**src/serdes_test_pkg.sv**
```systemverilog
package serdes_test_pkg;

    // Word geometry
    localparam int WORD_W        = 8;                    // Bits per parallel word
    localparam int PHASE_W       = $clog2(WORD_W);       // Bit position counters

    // Reset and blink
    localparam int RST_STRETCH   = 4;                    // Cycles held past rst
    localparam int HB_W          = 24;                   // Heartbeat counter width
    localparam int HEARTBEAT_BIT = 22;                   // Tap driving led[0]

    // Source to serializer flow control
    localparam int CREDITS       = 2;                    // Serializer buffer depth
    localparam int CREDIT_W      = $clog2(CREDITS + 1);  // Holds 0..CREDITS
    localparam int BUF_AW        = $clog2(CREDITS);      // Buffer pointer width

    // Alignment thresholds
    localparam int LOCK_GOOD     = 8;                    // Good run to declare lock
    localparam int GOOD_W        = $clog2(LOCK_GOOD);    // Counts 0..LOCK_GOOD-1
    localparam int UNLOCK_BAD    = 4;                    // Bad run to drop lock
    localparam int BAD_W         = $clog2(UNLOCK_BAD);   // Counts 0..UNLOCK_BAD-1

    // Status
    localparam int ERR_W         = 7;                    // Saturating error count

    // Receive alignment FSM
    typedef enum logic [1:0] {
        HUNT   = 2'd0,   // Searching for word boundary
        VERIFY = 2'd1,   // Candidate boundary under test
        LOCKED = 2'd2    // Boundary confirmed
    } align_state_t;

endpackage

```
**src/reset_heartbeat.sv**
```systemverilog
`timescale 1ns/1ps

module reset_heartbeat import serdes_test_pkg::*; (
    input  logic CLK,
    input  logic rst,
    output logic sys_rst,
    output logic heartbeat
);

    logic [RST_STRETCH-1:0] rst_sr;   // Stretch taps, drain toward bit 0
    logic [HB_W-1:0]        hb_cnt;   // Free-running blink counter

    // Refill on rst, then shift zeros in from the top
    always_ff @(posedge CLK) begin
        if (rst) begin
            rst_sr <= '1;             // Arm full stretch
        end else begin
            rst_sr <= rst_sr >> 1;    // One cycle less to go
        end
    end

    // Rises with rst, falls RST_STRETCH cycles after it
    assign sys_rst = rst | rst_sr[0];

    always_ff @(posedge CLK) begin
        if (sys_rst) begin
            hb_cnt <= '0;
        end else begin
            hb_cnt <= hb_cnt + 1'b1;  // Wraps freely
        end
    end

    assign heartbeat = hb_cnt[HEARTBEAT_BIT];  // Slow blink tap

endmodule

```
**src/word_source.sv**
```systemverilog
`timescale 1ns/1ps

module word_source import serdes_test_pkg::*; (
    input  logic              CLK,
    input  logic              sys_rst,
    input  logic [WORD_W-1:0] mask,
    input  logic              credit_return,
    output logic [WORD_W-1:0] tx_word,
    output logic              tx_valid
);

    logic [CREDIT_W-1:0] credits;   // Free slots in serializer buffer
    logic [WORD_W-1:0]   pattern;   // Unmasked counter value
    logic                issue;     // Send a word this cycle

    assign issue = (credits != '0);  // Stall when no slot is free

    // Credit accounting and pattern advance
    always_ff @(posedge CLK) begin
        if (sys_rst) begin
            credits  <= CREDIT_W'(CREDITS);   // Whole buffer free
            pattern  <= '0;
            tx_valid <= 1'b0;
        end else begin
            tx_valid <= issue;                // One-cycle pulse per word
            if (issue) begin
                pattern <= pattern + 1'b1;    // Next counter value
            end
            credits <= credits - CREDIT_W'(issue) + CREDIT_W'(credit_return);
        end
    end

    // Word payload
    always_ff @(posedge CLK) begin
        if (issue) begin
            tx_word <= pattern ^ mask;        // Mask with switches
        end
    end

endmodule

```
**src/word_serializer.sv**
```systemverilog
`timescale 1ns/1ps

module word_serializer import serdes_test_pkg::*; (
    input  logic              CLK,
    input  logic              sys_rst,
    input  logic [WORD_W-1:0] tx_word,
    input  logic              tx_valid,
    output logic              credit_return,
    output logic              ser_out
);

    logic [WORD_W-1:0]   buf_mem [CREDITS];  // Word buffer
    logic [BUF_AW-1:0]   wr_ptr;             // Next slot to fill
    logic [BUF_AW-1:0]   rd_ptr;             // Oldest word
    logic [CREDIT_W-1:0] buf_cnt;            // Words held
    logic [WORD_W-1:0]   shreg;              // Outgoing word, MSB first
    logic [PHASE_W-1:0]  bit_cnt;            // Bit position in word
    logic                active;             // Shift register holds a word
    logic                word_end;           // Last bit on the line
    logic                load;               // Move buffer head to shifter

    function automatic logic [BUF_AW-1:0] next_ptr(input logic [BUF_AW-1:0] ptr);
        if (ptr == BUF_AW'(CREDITS - 1)) begin
            return '0;                       // Wrap around buffer
        end
        return ptr + 1'b1;
    endfunction

    assign word_end      = active && (bit_cnt == PHASE_W'(WORD_W - 1));
    assign load          = (buf_cnt != '0) && (!active || word_end);
    assign credit_return = load;                      // Slot freed on load
    assign ser_out       = active & shreg[WORD_W-1];  // Low when idle

    // Buffer bookkeeping
    always_ff @(posedge CLK) begin
        if (sys_rst) begin
            wr_ptr  <= '0;
            rd_ptr  <= '0;
            buf_cnt <= '0;
        end else begin
            if (tx_valid) begin
                wr_ptr <= next_ptr(wr_ptr);
            end
            if (load) begin
                rd_ptr <= next_ptr(rd_ptr);
            end
            buf_cnt <= buf_cnt + CREDIT_W'(tx_valid) - CREDIT_W'(load);
        end
    end

    always_ff @(posedge CLK) begin
        if (tx_valid) begin
            buf_mem[wr_ptr] <= tx_word;   // Source never overruns credits
        end
    end

    // Shifter control
    always_ff @(posedge CLK) begin
        if (sys_rst) begin
            active  <= 1'b0;
            bit_cnt <= '0;
        end else if (load) begin
            active  <= 1'b1;              // Back-to-back words
            bit_cnt <= '0;
        end else if (active) begin
            bit_cnt <= bit_cnt + 1'b1;
            if (word_end) begin
                active <= 1'b0;           // Buffer ran dry
            end
        end
    end

    always_ff @(posedge CLK) begin
        if (load) begin
            shreg <= buf_mem[rd_ptr];
        end else begin
            shreg <= shreg << 1;          // Next bit to MSB
        end
    end

endmodule

```
**src/word_deserializer.sv**
```systemverilog
`timescale 1ns/1ps

module word_deserializer import serdes_test_pkg::*; (
    input  logic              CLK,
    input  logic              sys_rst,
    input  logic              ser_in,
    input  logic              bitslip,
    output logic [WORD_W-1:0] rx_word,
    output logic              rx_valid
);

    logic [WORD_W-1:0]  shreg;    // Recent line bits, newest at LSB
    logic [PHASE_W-1:0] phase;    // Position inside current word
    logic               strobe;   // Word complete this cycle

    // Slip holds the phase, so a strobe can be deferred too
    assign strobe = (phase == PHASE_W'(WORD_W - 1)) && !bitslip;

    always_ff @(posedge CLK) begin
        shreg <= {shreg[WORD_W-2:0], ser_in};   // Shift every cycle
    end

    // Word boundary tracking
    always_ff @(posedge CLK) begin
        if (sys_rst) begin
            phase    <= '0;
            rx_valid <= 1'b0;
        end else begin
            rx_valid <= strobe;                 // One pulse per word
            if (!bitslip) begin
                if (phase == PHASE_W'(WORD_W - 1)) begin
                    phase <= '0;
                end else begin
                    phase <= phase + 1'b1;
                end
            end
        end
    end

    // Word payload includes the bit arriving now
    always_ff @(posedge CLK) begin
        if (strobe) begin
            rx_word <= {shreg[WORD_W-2:0], ser_in};
        end
    end

endmodule

```
**src/link_checker.sv**
```systemverilog
`timescale 1ns/1ps

module link_checker import serdes_test_pkg::*; (
    input  logic              CLK,
    input  logic              sys_rst,
    input  logic [WORD_W-1:0] mask,
    input  logic [WORD_W-1:0] rx_word,
    input  logic              rx_valid,
    output logic              bitslip,
    output logic              locked,
    output logic [ERR_W-1:0]  err_count
);

    align_state_t      state;      // Alignment FSM
    logic [WORD_W-1:0] mask_q;     // Mask seen last cycle
    logic [WORD_W-1:0] word;       // Received word, unmasked
    logic [WORD_W-1:0] expected;   // Next counter value
    logic              seed_vld;   // HUNT has a seed word
    logic [GOOD_W-1:0] good_cnt;   // Good run in VERIFY
    logic [BAD_W-1:0]  bad_cnt;    // Bad run in LOCKED
    logic              mask_chg;   // Switches moved
    logic              match;      // Word equals expected

    assign word     = rx_word ^ mask;
    assign mask_chg = (mask != mask_q);
    assign match    = (word == expected);   // In HUNT this is seed plus one
    assign locked   = (state == LOCKED);

    always_ff @(posedge CLK) begin
        mask_q <= mask;
    end

    // Seed and expected counter
    always_ff @(posedge CLK) begin
        if (rx_valid) begin
            if (state == HUNT) begin
                expected <= word + 1'b1;       // New seed each word
            end else begin
                expected <= expected + 1'b1;   // Advances hit or miss
            end
        end
    end

    // Alignment FSM, run counters, error count
    always_ff @(posedge CLK) begin
        if (sys_rst) begin
            state     <= HUNT;
            seed_vld  <= 1'b0;
            good_cnt  <= '0;
            bad_cnt   <= '0;
            bitslip   <= 1'b0;
            err_count <= '0;
        end else begin
            bitslip <= 1'b0;                         // Single-cycle pulse
            if (mask_chg) begin
                state    <= HUNT;                    // Restart, no error charged
                seed_vld <= 1'b0;
                good_cnt <= '0;
                bad_cnt  <= '0;
            end else if (rx_valid) begin
                case (state)
                    HUNT: begin
                        if (!seed_vld) begin
                            seed_vld <= 1'b1;        // First word is the seed
                        end else if (match) begin
                            state    <= VERIFY;      // Candidate boundary
                            seed_vld <= 1'b0;
                            good_cnt <= '0;
                        end else begin
                            bitslip  <= 1'b1;        // Try next boundary
                            seed_vld <= 1'b0;
                        end
                    end
                    VERIFY: begin
                        if (!match) begin
                            state    <= HUNT;        // Any miss restarts
                            good_cnt <= '0;
                        end else begin
                            good_cnt <= good_cnt + 1'b1;
                            if (good_cnt == GOOD_W'(LOCK_GOOD - 1)) begin
                                state   <= LOCKED;
                                bad_cnt <= '0;
                            end
                        end
                    end
                    LOCKED: begin
                        if (match) begin
                            bad_cnt <= '0;           // Break the bad run
                        end else begin
                            if (err_count != '1) begin
                                err_count <= err_count + 1'b1;   // Saturates
                            end
                            if (bad_cnt == BAD_W'(UNLOCK_BAD - 1)) begin
                                state   <= HUNT;     // Boundary lost
                                bad_cnt <= '0;
                            end else begin
                                bad_cnt <= bad_cnt + 1'b1;
                            end
                        end
                    end
                    default: begin
                        state <= HUNT;
                    end
                endcase
            end
        end
    end

endmodule

```
**src/serdes_test.sv**
```systemverilog
`timescale 1ns/1ps

module serdes_test import serdes_test_pkg::*; (
    input  logic              CLK,
    input  logic              sys_rst,
    input  logic [WORD_W-1:0] sw,
    input  logic              in_bit,
    output logic              out_bit,
    output logic              locked,
    output logic [ERR_W-1:0]  err_count
);

    logic [WORD_W-1:0] tx_word;         // Source to serializer
    logic              tx_valid;
    logic              credit_return;   // Serializer back to source
    logic [WORD_W-1:0] rx_word;         // Deserializer to checker
    logic              rx_valid;
    logic              bitslip;         // Checker back to deserializer

    // Transmit path
    word_source i_source (
        .CLK           (CLK),
        .sys_rst       (sys_rst),
        .mask          (sw),            // Same mask as checker
        .credit_return (credit_return),
        .tx_word       (tx_word),
        .tx_valid      (tx_valid)
    );

    word_serializer i_serializer (
        .CLK           (CLK),
        .sys_rst       (sys_rst),
        .tx_word       (tx_word),
        .tx_valid      (tx_valid),
        .credit_return (credit_return),
        .ser_out       (out_bit)
    );

    // Receive path, no back-pressure
    word_deserializer i_deserializer (
        .CLK      (CLK),
        .sys_rst  (sys_rst),
        .ser_in   (in_bit),             // External loopback
        .bitslip  (bitslip),
        .rx_word  (rx_word),
        .rx_valid (rx_valid)
    );

    link_checker i_checker (
        .CLK       (CLK),
        .sys_rst   (sys_rst),
        .mask      (sw),
        .rx_word   (rx_word),
        .rx_valid  (rx_valid),
        .bitslip   (bitslip),
        .locked    (locked),
        .err_count (err_count)
    );

endmodule

```
**src/top.sv**
```systemverilog
`timescale 1ns/1ps

module top import serdes_test_pkg::*; (
    input  logic              CLK,
    input  logic              rst,
    input  logic [WORD_W-1:0] sw,
    output logic [ERR_W+1:0]  led,
    input  logic              in,
    output logic              out
);

    logic sys_rst;   // Stretched reset for the test unit

    // Reset stretch and blink
    reset_heartbeat i_reset_heartbeat (
        .CLK       (CLK),
        .rst       (rst),
        .sys_rst   (sys_rst),
        .heartbeat (led[0])             // Alive indicator
    );

    // Link test, status straight to LEDs
    serdes_test i_serdes_test (
        .CLK       (CLK),
        .sys_rst   (sys_rst),
        .sw        (sw),                // Word mask
        .in_bit    (in),
        .out_bit   (out),
        .locked    (led[ERR_W+1]),      // Lock on top LED
        .err_count (led[ERR_W:1])       // Error count below it
    );

endmodule

```
**config.mk**
```make
export PLATFORM = sky130hd
export DESIGN_NAME = top
export DESIGN_NICKNAME = d
export VERILOG_FILES = /design/src/serdes_test_pkg.sv /design/src/reset_heartbeat.sv /design/src/word_source.sv /design/src/word_serializer.sv /design/src/word_deserializer.sv /design/src/link_checker.sv /design/src/serdes_test.sv /design/src/top.sv
export SDC_FILE = /design/constraint.sdc
export NUM_CORES = 1
export LEC_CHECK = 0
export BUFFER_PORTS_ARGS = -buffer_cell sky130_fd_sc_hd__buf_2
export CAP_MARGIN = 10
export CORE_ASPECT_RATIO = 1.2
export CORE_UTILIZATION = 25
export CTS_CLUSTER_DIAMETER = 100
export DETAILED_ROUTE_END_ITERATION = 16
export PLACE_DENSITY = 0.49
export SLEW_MARGIN = 30
export SYNTH_ARGS = -nofsm -noshare
export SYNTH_HDL_FRONTEND = slang
export SYNTH_HIERARCHICAL = 1
export SYNTH_SLANG_ARGS = --single-unit
```
**constraint.sdc**
```tcl
create_clock -name CLK -period 2.4 [get_ports CLK]
set_input_delay 0.24 -clock CLK [delete_from_list [all_inputs] [get_ports CLK]]
set_output_delay 0.24 -clock CLK [all_outputs]
set_load 0.02 [all_outputs]
```
==> results of run 1 <==
-- Yosys cell counts, types with 3 or more instances --
library cell	instances	area share, %
nor2b_1	11	1.2
or4b_1	4	0.71
a21oi_1	30	2.7
or3_1	16	1.8
nor3_1	9	0.80
and2_1	3	0.33
dfxtp_1	90	32
nand4_1	10	1.1
nor4_1	5	0.56
ha_1	17	3.8
nand3_1	12	1.1
clkbuf_1	10	0.67
xnor3_1	5	2.0
inv_1	15	1.0
xor2_1	21	3.3
mux2_2	13	2.6
edfxtp_1	40	21
mux2i_1	10	1.8
or2_2	4	0.45
mux2_4	6	1.6
or4_1	4	0.54
o21ai_0	20	1.8
nor2_1	38	2.5
nand2_1	15	1.0
and3_1	3	0.33
nand3b_1	4	0.54
o31ai_1	6	0.80
xnor2_1	26	4.1
-- flip-flops by register name, indices dropped and copies added, names as in the netlist, 4 cells and up, named ones only --
name                                  cells
i_reset_heartbeat/hb_cnt                 23
i_serdes_test/i_checker/mask_q            8
i_serdes_test/i_deserializer/rx_word      8
i_serdes_test/i_source/pattern            8
i_serdes_test/i_source/tx_word            8
i_serdes_test/i_serializer/shreg          8
i_serdes_test/i_deserializer/shreg        7
i_serdes_test/i_checker/expected          8
i_serdes_test/i_serializer/buf_mem       16
i_serdes_test/i_checker/err_count         7
i_reset_heartbeat/rst_sr                  4
-- layout by cell type, fill, tap and decap left out, types with 13 or more instances in the layout --
master	instances
edfxtp_1	40
xnor2_1	26
xor2_1	21
o21ai_0	20
ha_1	17
nor2_1	38
a21oi_1	30
or3_1	16
buf_2	20
dfxtp_1	90
clkbuf_16	17
mux2_2	13
inv_1	15
nand2_1	15
-- final timing paths --
check / startpoint / endpoint / slack (ns) / cells past startpoint
max: i_serdes_test/i_checker/state[0]$_SDFFE_PP0P_ / i_serdes_test/i_checker/expected[7]$_DFFE_PP_ / 0.24 / 7
min: sw[5] / i_serdes_test/i_checker/mask_q[5]$_DFF_P_ / 0.03 / 1
max reg2reg: i_serdes_test/i_checker/state[0]$_SDFFE_PP0P_ / i_serdes_test/i_checker/expected[7]$_DFFE_PP_ / 0.24 / 7
min reg2reg: i_serdes_test/i_deserializer/shreg[1]$_DFF_P_ / i_serdes_test/i_deserializer/shreg[2]$_DFF_P_ / 0.35 / 0
-- per-stage QoR --
stage | std cells | util (%) | setup slack (ns) | cell area, µm²
floorplan | 485 | - | 0.4624 | 5605
global placement | 770 | 27.53 | 0.2786 | 6016
detailed placement | 770 | 27.53 | 0.2259 | 6016
CTS | 804 | 30.49 | 0.2336 | 6663
global route | 804 | 30.49 | 0.03193 | 6663
finish | 804 | 30.49 | 0.2395 | 6663
-- routing by layer --
layer | vias up | routed length, µm
met3 | 20 | 388
li1 | 1807 | -
met2 | 53 | 5361
met4 | 0 | 202
met5 | - | 0
met1 | 1743 | 4364
-- what timing repair did --
action / in CTS / in global routing
endpoints found under the hold margin: 3 / 0
endpoints found under the setup margin: 0 / 0
hold buffers: 2 / 0
-- cells by family (layout without fill, tap and decap cells) --
kind of cell | Yosys count | in the layout
compound gates | 68 | 68
xor+xnor | 55 | 55
fa+ha+maj | 17 | 17
buf+inv | 30 | 75
flops | 130 | 130
mux | 29 | 29
simple gates | 156 | 156
-- layout make-up --
type / count / area, µm² / share of cell area (%)
flip-flops and latches: 130 / 3003 / 45.07
multi-input cells: 325 / 2469 / 37.05
clock buffers: 19 / 442.9 / 6.648
well taps: 274 / 342.8 / 5.146
clock inverters: 13 / 183.9 / 2.761
repair buffers: 28 / 165.2 / 2.479
inverters: 15 / 56.30 / 0.8451
-- power by group --
group	total [mW]	leakage, nW	switching (mW)	internal (mW)
clock	2.71	0.303	0.944	1.76
combinational	0.107	0.990	0.0566	0.0501
sequential	2.31	1.10	0.0128	2.29
total	5.12	2.40	1.01	4.11
==> out/metrics.yaml, run 1 <==
portBuffers: 20
vias: 3623
synth_cell_types: 58
syn_nets: 513
fmaxAchievable_ghz: 0.4628
critPathBufInv: 1
place_congestion: 0.7304
grt_use_met1_pct: 10.04
power.total_mw: 5.122
grt_usage_pct: 9.663
grt_use_met2_pct: 17.28
synth_xor_area_share_pct: 10.63
n_fill_cell: 2228
slew_headroom_pct: 52.78
synth-simple-area-share_pct: 16.38
synth_fa_ha_area_share_pct: 3.795
layout_worst_path_cycle_share_pct: 90.02
violations: "DRC"
async_flop_share_pct: 0
hpwl_um: 7409
cp.required_ns: 2.56
fin_crit_ns: 2.161
synth_ff_type: "dfxtp_1"
nets: 545
die_y_um: 166.0
h-tree-depth: 4
worstSetupEndpointType: "register"
path_max_fanout: 11
setup-tns-final_ns: 0
fin_skew_ns: 0.007718
synth-seq-area-share_pct: 53.57
routed_wl_um: 10320
drc: 4
synth_warnings: 6
ant_nets: 0
die_area_um2: 23030
diodes: 0
wl_per_cell_um: 12.83
ctsResizeCount: 0
clk_latency_ns: 0.41
synth_top_family_by_area: "simple AND/OR/NAND/NOR gates"
cts.root.buffer_cell: "clkbuf_16"
p_leak_nw: 2.396
hold_violations: 0
die_w_um: 138.7
rsz0062_at_grt: "no"
outcome: "finished, violations left"
synth-seq-cells: 130
vias_per_cell: 4.506
grt_pass1_vias: 3657
dr.first_iter.drc_count: 147
netlist_instances: 485
initial_utilization_pct: 25.65
grt_max_degree: 60
power_density_nw_per_um2: 768.7
io-pin-count: 21
area_growth_pct: 18.86
syn_area_um2: 5605
core-area_um2: 21850
path_class: "reg2reg"
antenna_found_initial: 0
hold_ws_ns: 0.03208
row_count: 59
cts_setup_buffers: 0
critPathTopFamily: "simple AND/OR/NAND/NOR gates"
worst_pin_slew_ns: 0.7068
synth.area.mux_share_pct: 6.004
synth_compound_area_share_pct: 7.232
use_met3_pct: 3.460
setup_viol: 0
hp-class: "in2reg"
busiest_layer: "met2"
cts_tree: "built"
cp_cell_sequence: "inv_1 > ha_1 > nor2_1 > a21oi_1 > nor3b_1 > nand4b_1 > xnor2_1"
maxCapViolations: 0
grt_pass1_wl_um: 17410
max_stage_delay_ns: 0.48
arrival_ns: 2.32
syn_avg_cell_area_um2: 11.56
setup.worst_path.start_class: "register"
irDropWorstVdd_mv: 0.4779
report.final.slew_viol_count: 0
cts_made_buffers: 17
cts_sinks: 130
synth_edf_count: 40
drive_above_1_share_pct: 17.74
grt-ovfl-total: 0
drtPass1Iterations: 10
cts_max_path_buffers: 2
clk_pin_slew_ns: 0.06
cp_slowest_cell: "ha_1"
Power figures use the tool's default switching activity.
==> inputs of run 2 (changes only) <==
CELL_PAD_IN_SITES_DETAIL_PLACEMENT = 2   (was default)
CELL_PAD_IN_SITES_GLOBAL_PLACEMENT = 2   (was default)
CTS_CLUSTER_DIAMETER = default   (was 100)
PLACE_DENSITY = 0.61   (was 0.49)
==> run 2 against run 1 <==
Effect of this change: worst setup slack worse by 0.087 ns; sequential power about the same; power decreased by 6.2%; sequential share of layout area is 0.51 points higher; highest routed layer unchanged; global-route usage grew 2.4 points; largest power group unchanged; utilization fell by 0.34 points; cell area shrank 1.1%; the run still ends with DRC left; register-to-register slack got worse by 0.09 ns.
==> out/metrics.yaml, run 2 (synthesized netlist as in run 1, its figures left out) <==
cp_cell_sequence: "inv_1 > ha_1 > nor2_1 > a21oi_1 > nor3b_1 > nand3b_1 > xor2_1"  # was inv_1 > ha_1 > nor2_1 > a21oi_1 > nor3b_1 > nand4b_1 > xnor2_1
grt-ovfl-total: 0  # unchanged
portBuffers: 20  # unchanged
cp.required_ns: 2.56  # about the same
fin_crit_ns: 2.248  # was 2.161 ns
critPathBufInv: 1  # unchanged
crit_end: "i_serdes_test/i_checker/expected[5]$_DFFE_PP_"  # was i_serdes_test/i_checker/expected[7]$_DFFE_PP_
drc: 2  # was 4
nets: 546  # was 545
hold_ws_ns: 0.03081  # was 0.03208 ns
fmaxAchievable_ghz: 0.4449  # was 0.4628 GHz
final_cells: 805  # was 804
cts_max_path_buffers: 2  # unchanged
hp-class: "in2reg"  # unchanged
largest-register: "i_reset_heartbeat/hb_cnt"  # unchanged
cts_made_buffers: 17  # unchanged
maxCapViolations: 0  # unchanged
violations: "DRC"  # unchanged
seq_power_share_pct: 48.0  # was 45.1%
power_density_nw_per_um2: 729.6  # was 768.7 nW/µm²
grt_pass1_wl_um: 21650  # was 17410 µm
clkPwrFrac_pct: 49.7  # was 52.9%
cts_tree: "built"  # unchanged
grt_max_degree: 60  # unchanged
layout_worst_path_cycle_share_pct: 93.66  # was 90.02%
rsz0062_at_grt: "yes"  # was no
grt_pass1_vias: 4285  # was 3657
dr.first_iter.drc_count: 119  # was 147
switchingPower_mw: 1.110  # was 1.013 mW
wl_per_cell_um: 15.83  # was 12.83 µm
hpwl_um: 8976  # was 7409 µm
reg2reg_from: "i_serdes_test/i_checker/state[0]$_SDFFE_PP0P_"  # unchanged
combPwrFrac_pct: 2.3  # was 2.1%
clk_latency_ns: 0.42  # was 0.41 ns
clk_pin_slew_ns: 0.06  # about the same
drtPass1Iterations: 10  # unchanged
r2r_slack_ns: 0.15  # was 0.24 ns
path_depth: 7  # unchanged
row_count: 59  # unchanged
startpoint: "i_serdes_test/i_checker/state[0]$_SDFFE_PP0P_"  # unchanged
initial_utilization_pct: 25.65  # unchanged
ctsResizeCount: 0  # unchanged
ant_nets: 0  # unchanged
worst_pin_slew_ns: 0.7241  # was 0.7068 ns
place_inst: 771  # was 770
fin_skew_ns: 0.009323  # was 0.007718 ns
io-pin-count: 21  # unchanged
final_common_cell: "dfxtp_1"  # unchanged
diodes: 0  # unchanged
outcome: "finished, violations left"  # unchanged
most-common-layout-cells: "dfxtp_1, edfxtp_1, nor2_1"  # unchanged
path_max_fanout: 9  # was 11
vias: 3747  # was 3623
area_growth_pct: 17.52  # was 18.86%
rr_worst_depth: 7  # unchanged
antenna_found_initial: 0  # unchanged
largestRegisters: "i_reset_heartbeat/hb_cnt (23), i_serdes_test/i_serializer/buf_mem (16)"  # unchanged
die_y_um: 166.0  # unchanged
core-area_um2: 21850  # unchanged
grt_usage_pct: 12.04  # was 9.663%
arrival_ns: 2.41  # was 2.32 ns
p_int_mw: 3.697  # was 4.109 mW
drive_above_1_share_pct: 18.27  # was 17.74%
slew_headroom_pct: 51.63  # was 52.78%
path_class: "reg2reg"  # unchanged
routed_wl_um: 12750  # was 10320 µm
cts_setup_buffers: 0  # unchanged
setup.worst_path.start_class: "register"  # unchanged
max_stage_delay_ns: 0.47  # was 0.48 ns
hold_violations: 0  # unchanged
swShare_pct: 23.09  # was 19.78%
vias_per_cell: 4.655  # was 4.506
die_area_um2: 23030  # unchanged
reg2reg_to: "i_serdes_test/i_checker/expected[5]$_DFFE_PP_"  # was i_serdes_test/i_checker/expected[7]$_DFFE_PP_
cts.root.buffer_cell: "clkbuf_16"  # unchanged
critPathTopFamily: "simple AND/OR/NAND/NOR gates"  # unchanged
setup_viol: 0  # unchanged
cp_slowest_cell: "ha_1"  # unchanged
irDropWorstVdd_mv: 0.4936  # was 0.4779 mV
report.final.slew_viol_count: 0  # unchanged
cts_sinks: 130  # unchanged
worstSetupEndpointType: "register"  # unchanged
h-tree-depth: 4  # unchanged
p_leak_nw: 2.357  # was 2.396 nW
die_w_um: 138.7  # unchanged
place_congestion: 0.7311  # was 0.7304
largest_register_ffs: 23  # unchanged
run 2: cell count changes in the layout (fill, tap and decap cells not counted), sizes merged:
cell      before  now
clkinv         7    6
clkbuf        19   18
clkinvlp       1    4
buf           26   27
inv           16   19
bufinv         4    0
run 2: repair_timing:
item,4_1_cts,5_1_grt
endpoints found under the setup margin,0,1
hold buffers,2,0
endpoints found under the hold margin,3,0
run 2: layout make-up:
cell class | count | area, µm²
Clock buffer | 18 | 439.2
Inverter | 15 | 56.30
Multi-Input combinational cell | 325 | 2469
Fill cell | 2382 | 15260
Timing Repair Buffer | 29 | 172.7
Clock inverter | 14 | 105.1
Sequential cell | 130 | 3003
Tap cell | 274 | 342.8
run 2: worst min-delay path by stage:
stage / cells after the start / start / end / slack (ns)
4_1_cts: 1 / sw[2] / i_serdes_test/i_checker/mask_q[2]$_DFF_P_ / 0.005
6_report: 1 / sw[6] / i_serdes_test/i_checker/mask_q[6]$_DFF_P_ / 0.03
2_1_floorplan: 0 / rst / i_reset_heartbeat/rst_sr[3]$_DFF_P_ / 0.27
3_5_place_dp: 0 / i_serdes_test/i_deserializer/shreg[1]$_DFF_P_ / i_serdes_test/i_deserializer/shreg[2]$_DFF_P_ / 0.34
3_3_place_gp: 0 / i_serdes_test/i_deserializer/shreg[5]$_DFF_P_ / i_serdes_test/i_deserializer/shreg[6]$_DFF_P_ / 0.33
5_1_grt: 1 / sw[2] / i_serdes_test/i_checker/mask_q[2]$_DFF_P_ / 0.01
run 2: routing by layer:
metal / part of all wire [%] / track usage (%) / up-vias / wire length [µm]
li1: - / - / 1806 / -
met1: 41 / 12.52 / 1896 / 5259
met2: 55 / 23.06 / 29 / 7060
met3: 2.2 / 3.057 / 16 / 275
met4: 1.2 / 4.444 / 0 / 148
met5: 0 / 0 / - / 0
run 2: per-stage QoR:
stage / TNS (ns) / utilization (%) / worst slack [ns] / power, mW / cell area [µm²]
2_1_floorplan: 0 / - / 0.4624 / 2.416 / 5605
3_3_place_gp: 0 / 27.57 / 0.2189 / 2.457 / 6023
3_5_place_dp: 0 / 27.57 / 0.1483 / 2.464 / 6023
4_1_cts: 0 / 30.15 / 0.1309 / 4.894 / 6588
5_1_grt: -0.009908 / 30.15 / -0.009908 / 5.006 / 6588
6_report: 0 / 30.15 / 0.1521 / 4.807 / 6588
run 2: power by group through the flow:
stage | Sequential (mW) | Combinational (mW) | Clock [mW]
final | 2.31 | 0.110 | 2.39
after global routing | 2.31 | 0.122 | 2.57
after CTS | 2.31 | 0.112 | 2.47
after detailed placement | 2.36 | 0.107 | 0
after global placement | 2.35 | 0.103 | 0
after floorplan | 2.35 | 0.0656 | 0
run 2: worst reg2reg max path, stage by stage, from the launching register on:
cell and delay, ns:
dfxtp_1 0.31, inv_1 0.12, ha_1 0.47, nor2_1 0.09, a21oi_1 0.19, nor3b_1 0.46, nand3b_1 0.16, xor2_1 0.19
==> inputs of run 3 (changes only) <==
HOLD_SLACK_MARGIN = 0.15   (was default)
==> run 3 against run 2 <==
Effect of this change: critical endpoint is now i_serdes_test/i_checker/err_count[4]$_SDFFE_PP0P_; cell area increased by 1.6%; routed wire length grew 0.18%; global-route usage is essentially flat; hold slack better by 0.32 ns; cell count up 0.99%; sequential share of layout area shrank 0.72 points; count of clock-buffer cells in the layout stayed put; the run still ends with DRC left; clock power about the same; fmax increased by 2.9%; register-to-register slack improved by 0.14 ns; sequential power barely moved.
==> out/metrics.yaml, run 3 (synthesized netlist as in run 1, its figures left out) <==
outcome: "finished, violations left"  # unchanged
violations: "DRC"  # unchanged
seq_power_share_pct: 48.0  # about the same
drive_above_1_share_pct: 18.92  # was 18.27%
clk_latency_ns: 0.42  # about the same
largest-register: "i_reset_heartbeat/hb_cnt"  # unchanged
hold_start: "i_serdes_test/i_deserializer/shreg[1]$_DFF_P_"  # was sw[6]
grt_pass1_vias: 4293  # was 4285
nets: 554  # was 546
layout_worst_path_cycle_share_pct: 91.06  # was 93.66%
startpoint: "sw[0]"  # was i_serdes_test/i_checker/state[0]$_SDFFE_PP0P_
hpwl_um: 8976  # unchanged
core-area_um2: 21850  # unchanged
p_leak_nw: 2.393  # was 2.357 nW
dr.first_iter.drc_count: 128  # was 119
n_fill_cell: 2369  # was 2382
area_growth_pct: 19.40  # was 17.52%
path_max_fanout: 9  # unchanged
clkPwrFrac_pct: 49.5  # was 49.7%
hp-class: "reg2reg"  # was in2reg
pre_cts_ws_ns: 0.1483  # unchanged
io-pin-count: 21  # unchanged
setup.worst_path.start_class: "input pin"  # was register
grt_max_degree: 60  # unchanged
reg2reg_from: "i_serdes_test/i_checker/expected[2]$_DFFE_PP_"  # was i_serdes_test/i_checker/state[0]$_SDFFE_PP0P_
irDropWorstVdd_mv: 0.4933  # was 0.4936 mV
vias: 3787  # was 3747
place_congestion: 0.7311  # unchanged
cts_max_path_buffers: 2  # unchanged
cp.required_ns: 2.71  # was 2.56 ns
slew_headroom_pct: 51.50  # was 51.63%
maxCapViolations: 0  # unchanged
worstSetupEndpointType: "register"  # unchanged
placed_area_um2: 6023  # unchanged
largestRegisters: "i_reset_heartbeat/hb_cnt (23), i_serdes_test/i_serializer/buf_mem (16)"  # unchanged
cts.root.buffer_cell: "clkbuf_16"  # unchanged
setup-tns-final_ns: 0  # unchanged
report.final.slew_viol_count: 0  # unchanged
fin_crit_ns: 2.185  # was 2.248 ns
switchingPower_mw: 1.102  # was 1.110 mW
setup_viol: 0  # unchanged
grt_pass1_wl_um: 21700  # was 21650 µm
most-common-layout-cells: "dfxtp_1, edfxtp_1, nor2_1"  # unchanged
fin_ws_ns: 0.2146  # was 0.1521 ns
grt-ovfl-total: 0  # unchanged
wl_per_cell_um: 15.70  # was 15.83 µm
fin_area_um2: 6693  # was 6588 µm²
initial_utilization_pct: 25.65  # unchanged
die_area_um2: 23030  # unchanged
final_common_cell: "dfxtp_1"  # unchanged
vias_per_cell: 4.658  # was 4.655
multiInputGateArea_um2: 2494  # was 2469 µm²
antenna_found_initial: 0  # unchanged
portBuffers: 20  # unchanged
cts_setup_buffers: 0  # unchanged
largest_register_ffs: 23  # unchanged
cts_tree: "built"  # unchanged
h-tree-depth: 4  # unchanged
rsz0062_at_grt: "no"  # was yes
die_y_um: 166.0  # unchanged
cts_made_buffers: 17  # unchanged
row_count: 59  # unchanged
combPwrFrac_pct: 2.5  # was 2.3%
hold_violations: 0  # unchanged
ant_nets: 0  # unchanged
p_int_mw: 3.706  # was 3.697 mW
drtPass1Iterations: 10  # unchanged
grt_usage_pct: 12.07  # was 12.04%
swShare_pct: 22.92  # was 23.09%
fmaxAchievable_ghz: 0.4576  # was 0.4449 GHz
hold_ws_ns: 0.3499  # was 0.03081 ns
drc: 2  # unchanged
power_density_nw_per_um2: 718.4  # was 729.6 nW/µm²
arrival_ns: 2.49  # was 2.41 ns
die_w_um: 138.7  # unchanged
routed_wl_um: 12770  # was 12750 µm
diodes: 0  # unchanged
path_class: "in2reg"  # was reg2reg
worst_pin_slew_ns: 0.7260  # was 0.7241 ns
clk_pin_slew_ns: 0.06  # about the same
fin_skew_ns: 0.006922  # was 0.009323 ns
cts_sinks: 130  # unchanged
ff_latch_area_um2: 3003  # unchanged
==> run 3: timing repair <==
action	in CTS	in global routing
hold buffers	10	0
gates resized for setup	0	5
endpoints found under the hold margin	14	0
setup endpoints to repair	0	3
==> run 3: area by class of cell <==
cell class / count / area share [%]
Clock inverter: 14 / 1.570
Multi-Input combinational cell: 325 / 37.26
Tap cell: 274 / 5.122
Sequential cell: 130 / 44.87
Timing Repair Buffer: 37 / 3.776
Inverter: 15 / 0.8413
Clock buffer: 18 / 6.562
==> run 3: worst paths after layout <==
check,to,slack (ns),cells past startpoint
worst min-delay path,i_serdes_test/i_deserializer/shreg[2]$_DFF_P_,0.35,0
worst max-delay path,i_serdes_test/i_checker/err_count[4]$_SDFFE_PP0P_,0.21,7
worst max register to register,i_serdes_test/i_checker/bad_cnt[1]$_SDFFE_PP0P_,0.29,5
worst min register to register,i_serdes_test/i_deserializer/shreg[2]$_DFF_P_,0.35,0
==> run 3: worst max-delay path, cell delays in order <==
cell,delay [ns]
dlygate4sd3_1,0.53
buf_2,0.17
xnor2_1,0.20
nand4_1,0.17
or3_4,0.47
nor4_1,0.34
mux2_2,0.37
==> run 3: through the flow <==
step	std cells	power (mW)	utilization, %
floorplan	485	2.416	-
global placement	771	2.457	27.57
detailed placement	771	2.464	27.57
CTS	813	4.904	30.51
global route	813	5.018	30.63
finish	813	4.808	30.63
==> run 3: power groups by stage <==
stage	Clock (mW)	Combinational (mW)	Sequential [mW]
finish	2.38	0.120	2.31
global route	2.57	0.133	2.31
CTS	2.47	0.122	2.31
detailed placement	0	0.107	2.36
global placement	0	0.103	2.35
floorplan	0	0.0656	2.35
==> run 3: metal layers <==
layer | wire length (µm) | global-route usage, % | share of wire (%)
met1 | 5136 | 12.44 | 40
met2 | 7143 | 23.09 | 56
met3 | 349 | 3.258 | 2.7
met4 | 139 | 4.493 | 1.1
met5 | 0 | 0 | 0
